`src/rtl/riscv_macros.svh`:
```
`ifndef RISCV_MACROS_SVH
`define RISCV_MACROS_SVH

// machine word and register file geometry
`define RISCV_XLEN      32
`define RISCV_NREGS     32

`define RISCV_RESET_PC  32'h0000_0000

// ~~~~~~~~~~~~~~~~~~~~~~~~~~~~~~~~~~~~~~~~~~~~~~~~~
// major opcodes, inst[6:0]
// ~~~~~~~~~~~~~~~~~~~~~~~~~~~~~~~~~~~~~~~~~~~~~~~~~
`define RISCV_OP_LUI    7'b0110111
`define RISCV_OP_JAL    7'b1101111
`define RISCV_OP_BRANCH 7'b1100011
`define RISCV_OP_LOAD   7'b0000011
`define RISCV_OP_STORE  7'b0100011
`define RISCV_OP_IMM    7'b0010011
`define RISCV_OP_REG    7'b0110011

`endif

```
`src/rtl/riscv_pkg.sv`:
```
`default_nettype none

`include "riscv_macros.svh"

package riscv_pkg;

  typedef logic [`RISCV_XLEN-1:0] word_t;
  typedef logic [$clog2(`RISCV_NREGS)-1:0] reg_idx_t;

  typedef enum logic [2:0] {
    ALU_ADD,
    ALU_SUB,
    ALU_AND,
    ALU_OR,
    ALU_XOR,
    ALU_SLT,
    ALU_PASS
  } alu_op_e;

  // what the execute unit does with the instruction
  typedef enum logic [2:0] {
    CLS_ALU,
    CLS_BEQ,
    CLS_BNE,
    CLS_JAL,
    CLS_LOAD,
    CLS_STORE,
    CLS_NOP
  } inst_class_e;

  typedef struct packed {
    inst_class_e iclass;
    alu_op_e     alu_op;
    reg_idx_t    rd;
    reg_idx_t    rs1;
    reg_idx_t    rs2;
    word_t       imm;
    logic        use_imm;
    word_t       pc;
  } dec_t;

endpackage

`default_nettype wire

```
`src/rtl/riscv_ifu.sv`:
```
`timescale 1ns/1ns
`default_nettype none

`include "riscv_macros.svh"

module riscv_ifu import riscv_pkg::*; (
  input  logic  clk,
  input  logic  i_rst_n,

  input  logic  i_retire,
  input  word_t i_next_pc,

  input  logic  i_instbus_ack,
  input  word_t i_instbus_data,
  output logic  o_instbus_req,
  output word_t o_instbus_addr,

  output logic  o_ifu_vld,
  output word_t o_ifu_inst,
  output word_t o_ifu_pc
);

  typedef enum logic [1:0] {
    ST_IDLE,
    ST_FETCH,
    ST_WAIT
  } state_e;

  state_e state;
  word_t  pc;

  // ~~~~~~~~~~~~~~~~~~~~~~~~~~~~~~~~~~~~~~~~~~~~~~~~~
  // fetch sequencing
  // ~~~~~~~~~~~~~~~~~~~~~~~~~~~~~~~~~~~~~~~~~~~~~~~~~
  always_ff @(posedge clk or negedge i_rst_n) begin
    if (!i_rst_n) begin
      state <= ST_IDLE;
      pc    <= `RISCV_RESET_PC;
    end else begin
      case (state)
        ST_IDLE: state <= ST_FETCH;
        ST_FETCH: begin
          if (i_instbus_ack) begin
            state <= ST_WAIT;
          end
        end
        ST_WAIT: begin
          // one instruction in flight, so refetch only after retire
          if (i_retire) begin
            pc    <= i_next_pc;
            state <= ST_FETCH;
          end
        end
        default: state <= ST_IDLE;
      endcase
    end
  end

  assign o_instbus_req  = (state == ST_FETCH);
  assign o_instbus_addr = pc;

  // instruction handed on in the ack cycle
  assign o_ifu_vld  = o_instbus_req & i_instbus_ack;
  assign o_ifu_inst = i_instbus_data;
  assign o_ifu_pc   = pc;

  // retire only for the instruction already fetched
  a_retire_waiting: assert property (@(posedge clk) disable iff (!i_rst_n)
    i_retire |-> state == ST_WAIT);

endmodule

`default_nettype wire

```
`src/rtl/riscv_idu.sv`:
```
`timescale 1ns/1ns
`default_nettype none

`include "riscv_macros.svh"

module riscv_idu import riscv_pkg::*; (
  input  logic  clk,
  input  logic  i_rst_n,

  input  logic  i_ifu_vld,
  input  word_t i_ifu_inst,
  input  word_t i_ifu_pc,

  output logic  o_idu_vld,
  output dec_t  o_dec
);

  logic [6:0] opcode;
  logic [2:0] funct3;
  logic [6:0] funct7;
  word_t      imm_i;
  word_t      imm_s;
  word_t      imm_b;
  word_t      imm_j;
  word_t      imm_u;
  dec_t       dec_nxt;

  assign opcode = i_ifu_inst[6:0];
  assign funct3 = i_ifu_inst[14:12];
  assign funct7 = i_ifu_inst[31:25];

  // immediate formats
  assign imm_i = {{20{i_ifu_inst[31]}}, i_ifu_inst[31:20]};
  assign imm_s = {{20{i_ifu_inst[31]}}, i_ifu_inst[31:25], i_ifu_inst[11:7]};
  assign imm_b = {{19{i_ifu_inst[31]}}, i_ifu_inst[31], i_ifu_inst[7],
                  i_ifu_inst[30:25], i_ifu_inst[11:8], 1'b0};
  assign imm_j = {{11{i_ifu_inst[31]}}, i_ifu_inst[31], i_ifu_inst[19:12],
                  i_ifu_inst[20], i_ifu_inst[30:21], 1'b0};
  assign imm_u = {i_ifu_inst[31:12], 12'b0};

  always_comb begin
    dec_nxt         = '0;
    dec_nxt.iclass  = CLS_NOP;
    dec_nxt.alu_op  = ALU_ADD;
    dec_nxt.rd      = i_ifu_inst[11:7];
    dec_nxt.rs1     = i_ifu_inst[19:15];
    dec_nxt.rs2     = i_ifu_inst[24:20];
    dec_nxt.imm     = imm_i;
    dec_nxt.use_imm = 1'b1;
    dec_nxt.pc      = i_ifu_pc;
    case (opcode)
      `RISCV_OP_LUI: begin
        dec_nxt.iclass = CLS_ALU;
        dec_nxt.alu_op = ALU_PASS;
        dec_nxt.imm    = imm_u;
      end
      `RISCV_OP_IMM: begin
        dec_nxt.iclass = CLS_ALU;
        case (funct3)
          3'b000: dec_nxt.alu_op = ALU_ADD;
          3'b100: dec_nxt.alu_op = ALU_XOR;
          3'b110: dec_nxt.alu_op = ALU_OR;
          3'b111: dec_nxt.alu_op = ALU_AND;
          default: dec_nxt.iclass = CLS_NOP;
        endcase
      end
      `RISCV_OP_REG: begin
        dec_nxt.iclass  = CLS_ALU;
        dec_nxt.use_imm = 1'b0;
        case ({funct7, funct3})
          10'b0000000_000: dec_nxt.alu_op = ALU_ADD;
          10'b0100000_000: dec_nxt.alu_op = ALU_SUB;
          10'b0000000_010: dec_nxt.alu_op = ALU_SLT;
          10'b0000000_100: dec_nxt.alu_op = ALU_XOR;
          10'b0000000_110: dec_nxt.alu_op = ALU_OR;
          10'b0000000_111: dec_nxt.alu_op = ALU_AND;
          default: dec_nxt.iclass = CLS_NOP;
        endcase
      end
      `RISCV_OP_BRANCH: begin
        dec_nxt.imm = imm_b;
        if (funct3 == 3'b000) begin
          dec_nxt.iclass = CLS_BEQ;
        end else if (funct3 == 3'b001) begin
          dec_nxt.iclass = CLS_BNE;
        end
      end
      `RISCV_OP_JAL: begin
        dec_nxt.iclass = CLS_JAL;
        dec_nxt.imm    = imm_j;
      end
      // word access only
      `RISCV_OP_LOAD: begin
        if (funct3 == 3'b010) dec_nxt.iclass = CLS_LOAD;
      end
      `RISCV_OP_STORE: begin
        dec_nxt.imm = imm_s;
        if (funct3 == 3'b010) dec_nxt.iclass = CLS_STORE;
      end
      default: dec_nxt.iclass = CLS_NOP;
    endcase
  end

  always_ff @(posedge clk or negedge i_rst_n) begin
    if (!i_rst_n) begin
      o_idu_vld <= 1'b0;
    end else begin
      o_idu_vld <= i_ifu_vld;
    end
  end

  always_ff @(posedge clk) begin
    if (i_ifu_vld) begin
      o_dec <= dec_nxt;
    end
  end

endmodule

`default_nettype wire

```
`src/rtl/riscv_regfile.sv`:
```
`timescale 1ns/1ns
`default_nettype none

`include "riscv_macros.svh"

module riscv_regfile import riscv_pkg::*; (
  input  logic     clk,
  input  logic     i_rst_n,

  input  reg_idx_t i_rs1,
  input  reg_idx_t i_rs2,
  output word_t    o_rs1_data,
  output word_t    o_rs2_data,

  input  logic     i_wr,
  input  reg_idx_t i_rd,
  input  word_t    i_rd_data
);

  // x1..x31, x0 has no storage
  word_t regs [1:`RISCV_NREGS-1];

  always_ff @(posedge clk or negedge i_rst_n) begin
    if (!i_rst_n) begin
      for (int i = 1; i < `RISCV_NREGS; i++) begin
        regs[i] <= '0;
      end
    end else if (i_wr && (i_rd != '0)) begin
      regs[i_rd] <= i_rd_data;
    end
  end

  assign o_rs1_data = (i_rs1 == '0) ? '0 : regs[i_rs1];
  assign o_rs2_data = (i_rs2 == '0) ? '0 : regs[i_rs2];

endmodule

`default_nettype wire

```
`src/rtl/riscv_exu.sv`:
```
`timescale 1ns/1ns
`default_nettype none

module riscv_exu import riscv_pkg::*; (
  input  logic     clk,
  input  logic     i_rst_n,

  input  logic     i_idu_vld,
  input  dec_t     i_dec,

  output reg_idx_t o_rs1,
  output reg_idx_t o_rs2,
  input  word_t    i_rs1_data,
  input  word_t    i_rs2_data,
  output logic     o_rd_wr,
  output reg_idx_t o_rd,
  output word_t    o_rd_data,

  output logic     o_mem_start,
  output logic     o_mem_write,
  output word_t    o_mem_addr,
  output word_t    o_mem_wdata,
  input  logic     i_mem_done,
  input  word_t    i_mem_rdata,

  output logic     o_retire,
  output word_t    o_next_pc
);

  word_t    op_b;
  word_t    alu_res;
  word_t    pc_plus4;
  logic     is_mem;
  logic     taken;
  logic     mem_busy;
  logic     mem_is_ld;
  reg_idx_t ld_rd;

  assign o_rs1 = i_dec.rs1;
  assign o_rs2 = i_dec.rs2;

  // ~~~~~~~~~~~~~~~~~~~~~~~~~~~~~~~~~~~~~~~~~~~~~~~~~
  // alu and branch
  // ~~~~~~~~~~~~~~~~~~~~~~~~~~~~~~~~~~~~~~~~~~~~~~~~~
  assign op_b = i_dec.use_imm ? i_dec.imm : i_rs2_data;

  always_comb begin
    case (i_dec.alu_op)
      ALU_ADD:  alu_res = i_rs1_data + op_b;
      ALU_SUB:  alu_res = i_rs1_data - op_b;
      ALU_AND:  alu_res = i_rs1_data & op_b;
      ALU_OR:   alu_res = i_rs1_data | op_b;
      ALU_XOR:  alu_res = i_rs1_data ^ op_b;
      ALU_SLT:  alu_res = {{($bits(word_t)-1){1'b0}}, $signed(i_rs1_data) < $signed(op_b)};
      default:  alu_res = op_b;
    endcase
  end

  assign taken = ((i_dec.iclass == CLS_BEQ) && (i_rs1_data == i_rs2_data)) ||
                 ((i_dec.iclass == CLS_BNE) && (i_rs1_data != i_rs2_data));

  assign pc_plus4  = i_dec.pc + 32'd4;
  assign o_next_pc = (taken || (i_dec.iclass == CLS_JAL)) ? i_dec.pc + i_dec.imm : pc_plus4;

  // ~~~~~~~~~~~~~~~~~~~~~~~~~~~~~~~~~~~~~~~~~~~~~~~~~
  // memory access and retire
  // ~~~~~~~~~~~~~~~~~~~~~~~~~~~~~~~~~~~~~~~~~~~~~~~~~
  assign is_mem      = (i_dec.iclass == CLS_LOAD) || (i_dec.iclass == CLS_STORE);
  assign o_mem_start = i_idu_vld & is_mem;
  assign o_mem_write = (i_dec.iclass == CLS_STORE);
  assign o_mem_addr  = i_rs1_data + i_dec.imm;
  assign o_mem_wdata = i_rs2_data;

  always_ff @(posedge clk or negedge i_rst_n) begin
    if (!i_rst_n) begin
      mem_busy  <= 1'b0;
      mem_is_ld <= 1'b0;
    end else if (o_mem_start) begin
      mem_busy  <= 1'b1;
      mem_is_ld <= (i_dec.iclass == CLS_LOAD);
    end else if (i_mem_done) begin
      mem_busy  <= 1'b0;
      mem_is_ld <= 1'b0;
    end
  end

  always_ff @(posedge clk) begin
    if (o_mem_start) begin
      ld_rd <= i_dec.rd;
    end
  end

  assign o_retire = (i_idu_vld & ~is_mem) | i_mem_done;

  // load data lands when the bus acks, otherwise alu or link value
  assign o_rd_wr   = (i_idu_vld & ((i_dec.iclass == CLS_ALU) || (i_dec.iclass == CLS_JAL))) |
                     (i_mem_done & mem_is_ld);
  assign o_rd      = i_mem_done ? ld_rd : i_dec.rd;
  assign o_rd_data = i_mem_done ? i_mem_rdata :
                     (i_dec.iclass == CLS_JAL) ? pc_plus4 : alu_res;

  a_no_issue_busy: assert property (@(posedge clk) disable iff (!i_rst_n)
    mem_busy |-> !i_idu_vld);

endmodule

`default_nettype wire

```
`src/rtl/riscv_lsu.sv`:
```
`timescale 1ns/1ns
`default_nettype none

module riscv_lsu import riscv_pkg::*; (
  input  logic  clk,
  input  logic  i_rst_n,

  input  logic  i_mem_start,
  input  logic  i_mem_write,
  input  word_t i_mem_addr,
  input  word_t i_mem_wdata,
  output logic  o_mem_done,
  output word_t o_mem_rdata,

  output logic  o_membus_req,
  output logic  o_membus_write,
  output word_t o_membus_addr,
  output word_t o_membus_data,
  input  logic  i_membus_ack,
  input  word_t i_membus_data
);

  always_ff @(posedge clk or negedge i_rst_n) begin
    if (!i_rst_n) begin
      o_membus_req   <= 1'b0;
      o_membus_write <= 1'b0;
    end else if (i_mem_start) begin
      o_membus_req   <= 1'b1;
      o_membus_write <= i_mem_write;
    end else if (o_membus_req && i_membus_ack) begin
      o_membus_req   <= 1'b0;
      o_membus_write <= 1'b0;
    end
  end

  // held for the whole request
  always_ff @(posedge clk) begin
    if (i_mem_start) begin
      o_membus_addr <= i_mem_addr;
      o_membus_data <= i_mem_wdata;
    end
  end

  assign o_mem_done  = o_membus_req & i_membus_ack;
  assign o_mem_rdata = i_membus_data;

  a_start_idle: assert property (@(posedge clk) disable iff (!i_rst_n)
    i_mem_start |-> !o_membus_req);

endmodule

`default_nettype wire

```
`src/rtl/riscv.sv`:
```
`timescale 1ns/1ns
`default_nettype none

module riscv import riscv_pkg::*; (
  input  logic  clk,
  input  logic  i_rst_n,

  input  logic  i_instbus_ack,
  input  word_t i_instbus_data,
  output logic  o_instbus_req,
  output word_t o_instbus_addr,

  input  logic  i_membus_ack,
  input  word_t i_membus_data,
  output logic  o_membus_req,
  output logic  o_membus_write,
  output word_t o_membus_addr,
  output word_t o_membus_data
);

  logic     retire;
  word_t    next_pc;
  logic     ifu_vld;
  word_t    ifu_inst;
  word_t    ifu_pc;
  logic     idu_vld;
  dec_t     dec;
  reg_idx_t rs1;
  reg_idx_t rs2;
  word_t    rs1_data;
  word_t    rs2_data;
  logic     rd_wr;
  reg_idx_t rd;
  word_t    rd_data;
  logic     mem_start;
  logic     mem_write;
  word_t    mem_addr;
  word_t    mem_wdata;
  logic     mem_done;
  word_t    mem_rdata;

  riscv_ifu ifu (
    .clk            (clk),
    .i_rst_n        (i_rst_n),
    .i_retire       (retire),
    .i_next_pc      (next_pc),
    .i_instbus_ack  (i_instbus_ack),
    .i_instbus_data (i_instbus_data),
    .o_instbus_req  (o_instbus_req),
    .o_instbus_addr (o_instbus_addr),
    .o_ifu_vld      (ifu_vld),
    .o_ifu_inst     (ifu_inst),
    .o_ifu_pc       (ifu_pc)
  );

  riscv_idu idu (
    .clk        (clk),
    .i_rst_n    (i_rst_n),
    .i_ifu_vld  (ifu_vld),
    .i_ifu_inst (ifu_inst),
    .i_ifu_pc   (ifu_pc),
    .o_idu_vld  (idu_vld),
    .o_dec      (dec)
  );

  riscv_regfile regfile (
    .clk        (clk),
    .i_rst_n    (i_rst_n),
    .i_rs1      (rs1),
    .i_rs2      (rs2),
    .o_rs1_data (rs1_data),
    .o_rs2_data (rs2_data),
    .i_wr       (rd_wr),
    .i_rd       (rd),
    .i_rd_data  (rd_data)
  );

  riscv_exu exu (
    .clk         (clk),
    .i_rst_n     (i_rst_n),
    .i_idu_vld   (idu_vld),
    .i_dec       (dec),
    .o_rs1       (rs1),
    .o_rs2       (rs2),
    .i_rs1_data  (rs1_data),
    .i_rs2_data  (rs2_data),
    .o_rd_wr     (rd_wr),
    .o_rd        (rd),
    .o_rd_data   (rd_data),
    .o_mem_start (mem_start),
    .o_mem_write (mem_write),
    .o_mem_addr  (mem_addr),
    .o_mem_wdata (mem_wdata),
    .i_mem_done  (mem_done),
    .i_mem_rdata (mem_rdata),
    .o_retire    (retire),
    .o_next_pc   (next_pc)
  );

  riscv_lsu lsu (
    .clk            (clk),
    .i_rst_n        (i_rst_n),
    .i_mem_start    (mem_start),
    .i_mem_write    (mem_write),
    .i_mem_addr     (mem_addr),
    .i_mem_wdata    (mem_wdata),
    .o_mem_done     (mem_done),
    .o_mem_rdata    (mem_rdata),
    .o_membus_req   (o_membus_req),
    .o_membus_write (o_membus_write),
    .o_membus_addr  (o_membus_addr),
    .o_membus_data  (o_membus_data),
    .i_membus_ack   (i_membus_ack),
    .i_membus_data  (i_membus_data)
  );

endmodule

`default_nettype wire

```
`config.mk`:
```
export PLATFORM = sky130hd
export DESIGN_NAME = riscv
export DESIGN_NICKNAME = d
export VERILOG_FILES = /design/src/rtl/riscv_pkg.sv /design/src/rtl/riscv_ifu.sv /design/src/rtl/riscv_idu.sv /design/src/rtl/riscv_regfile.sv /design/src/rtl/riscv_exu.sv /design/src/rtl/riscv_lsu.sv /design/src/rtl/riscv.sv
export VERILOG_INCLUDE_DIRS = /design/src /design/src/rtl
export SDC_FILE = /design/constraint.sdc
export NUM_CORES = 2
export LEC_CHECK = 0
export BUFFER_PORTS_ARGS = -buffer_cell sky130_fd_sc_hd__buf_2
export CAP_MARGIN = 0
export CORE_MARGIN = 2
export CORE_UTILIZATION = 45
export CTS_BUF_LIST = sky130_fd_sc_hd__clkbuf_2 sky130_fd_sc_hd__clkbuf_4 sky130_fd_sc_hd__clkbuf_8
export CTS_CLUSTER_DIAMETER = 50
export DETAILED_ROUTE_END_ITERATION = 16
export GPL_ROUTABILITY_DRIVEN = 0
export HOLD_SLACK_MARGIN = 0.02
export SLEW_MARGIN = 20
export SYNTH_ARGS = -nofsm -noshare
export SYNTH_HDL_FRONTEND = slang
export SYNTH_SLANG_ARGS = --single-unit
```
`constraint.sdc`:
```
create_clock -name clk -period 7 [get_ports clk]
set_input_delay 1.4 -clock clk [delete_from_list [all_inputs] [get_ports clk]]
set_output_delay 1.4 -clock clk [all_outputs]
set_load 0.02 [all_outputs]
```
=== Yosys cells after proc, flatten, opt, wreduce, memory -nomap -nowiden ===
Index checks and enable logic that the tools add are counted.

* Flip-flop bits (word level): 1,185
* Bits in latches: 0
* Memory bits (writable): 0
* ROM bits: 0
* Input bits: 68
* Output and inout port bits: 99
* Word-level logic and storage cells: 166
* Memories: 0

* $add $sub $neg: 5
* $mul: 0
* Div/mod/pow operators: 0
* $lt $le $gt $ge: 5
* Equal/unequal tests: 33
* Shift-type cells: 0
* Mux-type cells: 37
* Bitwise operators: 15
* Reduce and logical (&&, ||, !) cells: 23

{| class="wikitable"
|+ Operators with widths
! kind !! count
|-
| $bwmux 992 || 1
|-
| $mux 32 || 11
|-
| $bmux 32 s5 || 2
|-
| $pmux 32 s6 || 1
|-
| $demux 32 s5 || 1
|-
| $pmux 31 s4 || 1
|-
| $add 32x32->32 || 3
|-
| $add 32x3->32 const B || 1
|-
| $and 32x32->32 || 1
|-
| $eq 32x32->1 || 1
|-
| $lt 32x32->1 || 1
|-
| $ne 32x32->1 || 1
|-
| $or 32x32->32 || 1
|-
| $sub 32x32->32 || 1
|-
| $xor 32x32->32 || 1
|-
| $eq 10x3->1 const B || 3
|-
| $eq 3x3->1 const B || 7
|-
| $eq 7x6->1 const B || 3
|-
| $pmux 3 s7 || 1
|-
| $ge 6x6->1 const B || 3
|-
| $not 5->6 || 3
|-
| $pmux 3 s3 || 2
|-
| $eq 3x2->1 const B || 5
|-
| $pmux 3 s5 || 1
|-
| 30 further kinds || 62
|}

=== Longest topological paths before layout ===
* Word-level depth: 11
* Depth in mapped cells: 28
* Gate-level depth less buffers: 20

=== Cells and area by module ===
From an unflattened synthesis, not the netlist that was laid out.

* Cells, all modules: 5,737
* Area total of the unflattened synthesis: 72,215.5 um2

{| class="wikitable"
|+ Modules (own cells, without submodules)
! module !! instances !! cells an instance !! area an instance (um2)
|-
| riscv_regfile || 1 || 3,612 || 53,491.3
|-
| riscv_exu || 1 || 1,685 || 11,248.3
|-
| riscv_idu || 1 || 195 || 3,323.2
|-
| riscv_lsu || 1 || 104 || 2,252.2
|-
| riscv_ifu || 1 || 141 || 1,900.6
|}

=== Least setup slack after synthesis ===
No wires, ideal clock.

* Path kind: flip-flop to flip-flop
* From: register idu.o_dec[65] (netlist name)
* To: register regfile.regs[123] (netlist name)
* Library setup time: 0.141 ns
* Arrival: 5.809 ns
* Path slack: 1.050 ns
* Stages on the path, launching flop included: 27
* Period minus slack after synthesis: 5.950 ns
* Cells stage by stage: edfxtp_1 > buf_6 > buf_6 > buf_6 > buf_6 > buf_6 > buf_6 > buf_4 > mux4_2 > mux4_2 > mux2i_1 > nor2_1 > a21oi_1 > ha_1 > nor3_1 > nor3b_1 > a21boi_0 > nor3b_1 > nand4_4 > o2111ai_4 > a211oi_4 > o2111ai_1 > a21oi_1 > o211a_1 > o22ai_1 > clkbuf_1 > a31oi_1

* Word-level cells in the longest chain between the ends: 11
* Elaborated cells between the ends (all ways): 16
* Classes of those cells: 2 x add/sub; 9 x mux; 4 x bitwise; 1 x reduce/logical

{| class="wikitable"
|+ RTL lines
! what !! line !! text
|-
| start: declaration || riscv_idu.sv:15 || <nowiki>output dec_t o_dec</nowiki>
|-
| start signal: assignment || riscv_idu.sv:114 || <nowiki>o_dec <= dec_nxt;</nowiki>
|-
| $not 5->6 (implied by the code) || riscv_regfile.sv:34 || <nowiki>assign o_rs2_data = (i_rs2 == '0) ? '0 : regs[i_rs2];</nowiki>
|-
| $bmux 32 s5 || riscv_regfile.sv:34 ||
|-
| $mux 32 (implied by the code) (2 in series) || riscv_regfile.sv:34 ||
|-
| $mux 32 (*) || riscv_regfile.sv:34 ||
|-
| $mux 32 (*) || riscv_exu.sv:45 || <nowiki>assign op_b = i_dec.use_imm ? i_dec.imm : i_rs2_data;</nowiki>
|-
| $sub 32x32->32 (tied with other cells) || riscv_exu.sv:50 || <nowiki>ALU_SUB: alu_res = i_rs1_data - op_b;</nowiki>
|-
| $pmux 32 s6 (*) || riscv_exu.sv:48 || <nowiki>case (i_dec.alu_op)</nowiki>
|-
| $mux 32 (*) || riscv_exu.sv:100 || <nowiki>(i_dec.iclass == CLS_JAL) ? pc_plus4 : alu_res;</nowiki>
|-
| $mux 32 (*) || riscv_exu.sv:99 || <nowiki>assign o_rd_data = i_mem_done ? i_mem_rdata :</nowiki>
|-
| $bwmux 992 (*) || riscv_regfile.sv:29 || <nowiki>regs[i_rd] <= i_rd_data;</nowiki>
|-
| end signal: indexed assignment || riscv_regfile.sv:29 ||
|-
| end: declaration || riscv_regfile.sv:21 || <nowiki>word_t regs [1:`RISCV_NREGS-1];</nowiki>
|}

Mark *: on every way between the ends. The rest lies on a longest branch, timed or not. The select of a mux whose other input is x is not followed.
A chain may end at the register's enable or synchronous reset.

=== Worst setup path in the final report ===
* From: register idu.o_dec[71] (netlist name)
* To: register regfile.regs[826] (netlist name)

* Word-level cells in the longest chain between the ends: 10
* Elaborated cells between the ends (all ways): 15
* Classes of those cells: 2 x add/sub; 8 x mux; 4 x bitwise; 1 x reduce/logical

{| class="wikitable"
|+ RTL lines
! what !! line !! text
|-
| $not 5->6 (implied by the code) || riscv_regfile.sv:33 || <nowiki>assign o_rs1_data = (i_rs1 == '0) ? '0 : regs[i_rs1];</nowiki>
|-
| $bmux 32 s5 || riscv_regfile.sv:33 ||
|-
| $mux 32 (implied by the code) (2 in series) || riscv_regfile.sv:33 ||
|-
| $mux 32 (*) || riscv_regfile.sv:33 ||
|-
| $sub 32x32->32 (tied with other cells) || riscv_exu.sv:50 ||
|-
| $pmux 32 s6 (*) || riscv_exu.sv:48 ||
|-
| $mux 32 (*) || riscv_exu.sv:100 ||
|-
| $mux 32 (*) || riscv_exu.sv:99 ||
|-
| $bwmux 992 (*) || riscv_regfile.sv:29 ||
|}

Marked as above.

==> Flow_metrics.wiki <==
{| class="wikitable"
! Metric !! Value
|-
| Clock Skews || 63.1 ps
|-
| Power per standard cell area || 289 nW/um^2
|-
| Simple-gate share of the synthesized area || 9.29%
|-
| Compound-gate portion of the synthesized area || 12.6%
|-
| Root buffer cell || sky130_fd_sc_hd__clkbuf_8
|-
| Result of the run || completed
|-
| Commonest cells after routing, fill and taps aside || 1030 x sky130_fd_sc_hd__dfrtp_1, 909 x sky130_fd_sc_hd__nand2_1, 719 x sky130_fd_sc_hd__o21ai_0, 551 x sky130_fd_sc_hd__mux4_2, 316 x sky130_fd_sc_hd__mux2_2
|-
| Post-layout instance count excluding filler cells || 8508
|-
| Switching portion of total power || 36.7%
|-
| Non-Filler Cell Area, Final || 77700 sq um
|-
| Type of the tightest min-delay check || primary input to asynchronous set/reset pin
|-
| Final slew viol count || 0
|-
| X dimension of the die || 398 microns
|-
| Maximum fanout along the worst path || 31
|-
| Post-place instance area || 73200 sq um
|-
| Via count || 53600
|-
| Required @ worst endpoint || 7870 ps
|-
| Max Cap Violations || 0
|-
| Power consumption || 22.5 mW
|-
| Register bit total from synthesis || 1185
|-
| Synthesized cell area || 69800 sq um
|-
| Relative contribution of combinational cells to total power || 32.0%
|-
| Area of the die || 158000 sq um
|-
| Max Clk Rate || 0.149 GHz
|-
| Net switching component of the power || 8.25 mW
|-
| Clock buffers created by TritonCTS || 203
|-
| Number of warnings issued by yosys || 0
|-
| Transition at the pin with the smallest max-transition slack || 1180 ps
|-
| Final-layout fill cell count || 13600
|-
| Iteration-0 DRC count of the detailed router || 5622
|-
| Flop-to-flop setup slack || 270 ps
|-
| Dominant combinational cell family by area after synthesis || multiplexers
|-
| Vias per cell || 6.30
|-
| Detailed-route wire length per cell || 29.0 microns
|-
| Layout cell share with drive strength beyond 1 || 27.9%
|-
| Setup repair after global routing missed its margin || false
|-
| Part of the cycle the worst path needs || 96.1%
|-
| Final Hold Vio Count || 0
|-
| TritonCTS clock tree || built
|-
| Sequential-to-total area share from yosys stat || 43.6%
|-
| Syn-to-layout area delta || 11.3%
|-
| Core area || 154000 sq um
|-
| Initial antenna violation count || 3
|-
| CP arrival || 7600 ps
|-
| Final wirelength || 246000 microns
|-
| Placed insts || 8125
|-
| CTS Hold Buffers Added || 0
|-
| Net count of the mapped netlist || 6443
|-
| Final critical delay including setup and external delays || 6730 ps
|-
| Latest clock arrival within the worst-skew pair || 980 ps
|-
| Pin count of the biggest net entering global routing || 179
|-
| Number of different library cells in the post-synthesis netlist || 102
|-
| Die Y || 398 microns
|-
| XOR/XNOR share of the synthesized area || 1.81%
|-
| Gate Count Post-Synth || 6215
|-
| Post-route ant nets || 0
|-
| Top FF cell, synth || sky130_fd_sc_hd__dfrtp_1
|-
| Share of cell area taken by muxes after synthesis || 25.1%
|-
| First-pass iteration count of the detailed router || 6
|-
| Sequential share of power || 37.1%
|-
| Terminus of the critical flop-to-flop path || regfile.regs[826]$_DFFE_PN0P_
|-
| Number of enable flip-flop cells after synthesis || 155
|-
| Grt ovf || 0
|-
| Reg clk slew, reported paths || 60 ps
|-
| Cell-internal power || 14.2 mW
|-
| Final Net Count || 6516
|-
| Maximum ir drop on the vdd rail || 162 uV
|-
| Final TNS setup || 0 ps
|-
| Number of top-level pins || 167
|-
| Category of the worst setup path launch point || flip-flop
|-
| DP HPWL || 160000 microns
|-
| Reg2reg start || idu.o_dec[71]$_DFFE_PP_
|-
| # setup viols final || 0
|-
| End-of-flow core utilization || 50.5%
|-
| DR DRC count || 0
|-
| GRT Util Overall || 31.1%
|-
| Count of clock tree sinks || 1185
|-
| Leakage || 34.1 nW
|-
| Part of the power in the clock network || 30.8%
|-
| Adder-cell share of the synthesized area || 2.94%
|-
| Number of standard-cell rows in the floorplan || 144
|-
| Starting density of the core || 45.3%
|-
| Post-synthesis area per instance || 11.2 sq um
|-
| Most common library cell in the layout ignoring fill and taps || sky130_fd_sc_hd__dfrtp_1
|-
| Worst slew margin relative to its limit || 21.5%
|-
| Number of cell instances on the worst register-to-register path || 18
|-
| Proportion of synthesized flip-flops having asynchronous set or reset || 86.9%
|-
| Wire length of the first global-routing pass || 360000 microns
|-
| Setup crit end kind || flip-flop
|-
| CTS H-tree lvls || 4
|-
| Worst setup path category || flip-flop to flip-flop
|-
| Via count of the first global-routing pass || 52700
|-
| Port buffer count || 166
|-
| Maximum clock insertion buffer count || 3
|}
==> critical path, stage by stage (launching register included) <==
cell	delay, ps
sky130_fd_sc_hd__edfxtp_1	730
sky130_fd_sc_hd__nor2b_4	1060
sky130_fd_sc_hd__a221oi_1	230
sky130_fd_sc_hd__nor3_1	460
sky130_fd_sc_hd__or3_1	330
sky130_fd_sc_hd__inv_1	150
sky130_fd_sc_hd__ha_1	270
sky130_fd_sc_hd__or2_2	310
sky130_fd_sc_hd__a41oi_1	410
sky130_fd_sc_hd__nor2_1	160
sky130_fd_sc_hd__and3_1	220
sky130_fd_sc_hd__a21boi_1	370
sky130_fd_sc_hd__o311ai_4	170
sky130_fd_sc_hd__a21oi_1	550
sky130_fd_sc_hd__o21a_1	210
sky130_fd_sc_hd__o21ai_0	100
sky130_fd_sc_hd__a21oi_2	320
sky130_fd_sc_hd__buf_4	340
sky130_fd_sc_hd__mux2_2	220
==> registers in the layout, summed over array words and instances, names as in the netlist <==
register            count
lsu.o_membus_addr      32
exu.ld_rd               5
lsu.o_membus_data      32
lsu.o_membus_write      1
idu.o_dec              86
regfile.regs          992
idu.o_idu_vld           1
lsu.o_membus_req        1
ifu.o_ifu_pc           32
ifu.state               2
exu.mem_is_ld           1
==> cells in the mapped netlist, types with 8 or more instances <==
cell | number | share of area (%)
sky130_fd_sc_hd__o21bai_1 | 31 | 0.33
sky130_fd_sc_hd__clkbuf_2 | 9 | 0.065
sky130_fd_sc_hd__xnor2_1 | 76 | 0.95
sky130_fd_sc_hd__mux4_2 | 551 | 18
sky130_fd_sc_hd__xor2_1 | 68 | 0.85
sky130_fd_sc_hd__o21a_1 | 20 | 0.22
sky130_fd_sc_hd__a31oi_1 | 50 | 0.45
sky130_fd_sc_hd__nor2b_1 | 27 | 0.24
sky130_fd_sc_hd__nor2_1 | 312 | 1.7
sky130_fd_sc_hd__o21ai_0 | 722 | 5.2
sky130_fd_sc_hd__dfrtp_1 | 1030 | 37
sky130_fd_sc_hd__mux2_2 | 316 | 5.1
sky130_fd_sc_hd__a22o_1 | 67 | 0.84
sky130_fd_sc_hd__nand4_1 | 18 | 0.16
sky130_fd_sc_hd__nand2b_1 | 29 | 0.26
sky130_fd_sc_hd__a211oi_1 | 21 | 0.23
sky130_fd_sc_hd__buf_4 | 57 | 0.61
sky130_fd_sc_hd__buf_6 | 24 | 0.39
sky130_fd_sc_hd__ha_1 | 156 | 2.8
sky130_fd_sc_hd__nor3_1 | 42 | 0.30
sky130_fd_sc_hd__inv_1 | 174 | 0.94
sky130_fd_sc_hd__nand3_1 | 63 | 0.45
sky130_fd_sc_hd__o31ai_1 | 48 | 0.52
sky130_fd_sc_hd__a31o_2 | 8 | 0.10
sky130_fd_sc_hd__a22oi_1 | 14 | 0.15
sky130_fd_sc_hd__a21o_1 | 59 | 0.63
sky130_fd_sc_hd__and2_1 | 11 | 0.099
sky130_fd_sc_hd__o211ai_1 | 29 | 0.31
sky130_fd_sc_hd__buf_2 | 88 | 0.63
sky130_fd_sc_hd__nor4_1 | 15 | 0.13
sky130_fd_sc_hd__and3_1 | 24 | 0.22
sky130_fd_sc_hd__o221ai_1 | 12 | 0.15
sky130_fd_sc_hd__or2_2 | 10 | 0.090
sky130_fd_sc_hd__mux2i_1 | 97 | 1.4
sky130_fd_sc_hd__buf_1 | 18 | 0.097
sky130_fd_sc_hd__o22ai_1 | 17 | 0.15
sky130_fd_sc_hd__o21ai_1 | 17 | 0.12
sky130_fd_sc_hd__a221oi_1 | 23 | 0.29
sky130_fd_sc_hd__clkbuf_1 | 347 | 1.9
sky130_fd_sc_hd__or3_1 | 19 | 0.17
sky130_fd_sc_hd__a21oi_1 | 245 | 1.8
sky130_fd_sc_hd__edfxtp_1 | 155 | 6.7
sky130_fd_sc_hd__mux2_4 | 30 | 0.65
sky130_fd_sc_hd__nand2_1 | 937 | 5.0
==> worst max-delay path by stage <==
| stage | start | end | cells past startpoint |
|---|---|---|---|
| 2_1_floorplan | idu.o_dec[65]$_DFFE_PP_ | regfile.regs[123]$_DFFE_PN0P_ | 26 |
| 3_3_place_gp | idu.o_dec[70]$_DFFE_PP_ | regfile.regs[237]$_DFFE_PN0P_ | 20 |
| 3_5_place_dp | idu.o_dec[70]$_DFFE_PP_ | regfile.regs[845]$_DFFE_PN0P_ | 20 |
| 4_1_cts | idu.o_dec[70]$_DFFE_PP_ | regfile.regs[397]$_DFFE_PN0P_ | 20 |
| 5_1_grt | idu.o_dec[65]$_DFFE_PP_ | regfile.regs[381]$_DFFE_PN0P_ | 21 |
| 6_report | idu.o_dec[71]$_DFFE_PP_ | regfile.regs[826]$_DFFE_PN0P_ | 18 |
==> area by class of cell <==
type,count,area (sq um),area share (%)
Clock inverter,55,499,0.642
Sequential cell,1185,30400,39.2
Tap cell,2044,2560,3.29
Timing Repair Buffer,414,3070,3.94
Antenna cell,5,12.5,0.0161
Multi-Input combinational cell,4308,36500,46.9
Clock buffer,321,4020,5.18
Inverter,176,667,0.858
==> power groups by stage <==
| stage | combinational [mW] | sequential (mW) | clock [mW] |
|---|---|---|---|
| after floorplan | 4.80 | 8.26 | 0 |
| after global placement | 6.99 | 8.41 | 0 |
| after detailed placement | 7.06 | 8.44 | 0 |
| after CTS | 7.08 | 8.33 | 7.02 |
| after global routing | 7.65 | 8.42 | 7.32 |
| final | 7.20 | 8.35 | 6.93 |
==> logic make-up (layout without fill, tap and decap cells) <==
logic type | after synthesis | after routing
and+or+nand+nor | 1542 | 1542
DFF | 1185 | 1185
buffers and inverters | 722 | 966
muxes | 1000 | 1000
AOI/OAI and AO/OA | 1460 | 1460
xor gates and xnor gates | 144 | 144
other | 0 | 5
adders and majority gates | 162 | 162
==> repair_timing <==
item	CTS	global route
setup buffers	0	2
resized for setup	0	1
endpoints found under the setup margin	0	43
==> stage by stage <==
step                hold WS (ps)  setup slack, ps
floorplan                    426             1050
global placement             434              458
detailed placement           442              398
CTS                          412              422
global route                 443              109
finish                       417              275
==> layer usage <==
layer,up-vias,part of all wire (%),GRT usage [%]
li1,23000,-,-
met1,27000,39,40.6
met2,2813,45,47.2
met3,749,9.5,7.38
met4,2,6.9,18.7
met5,-,0.0069,0
No activity file was read; power rests on OpenSTA's default activity.
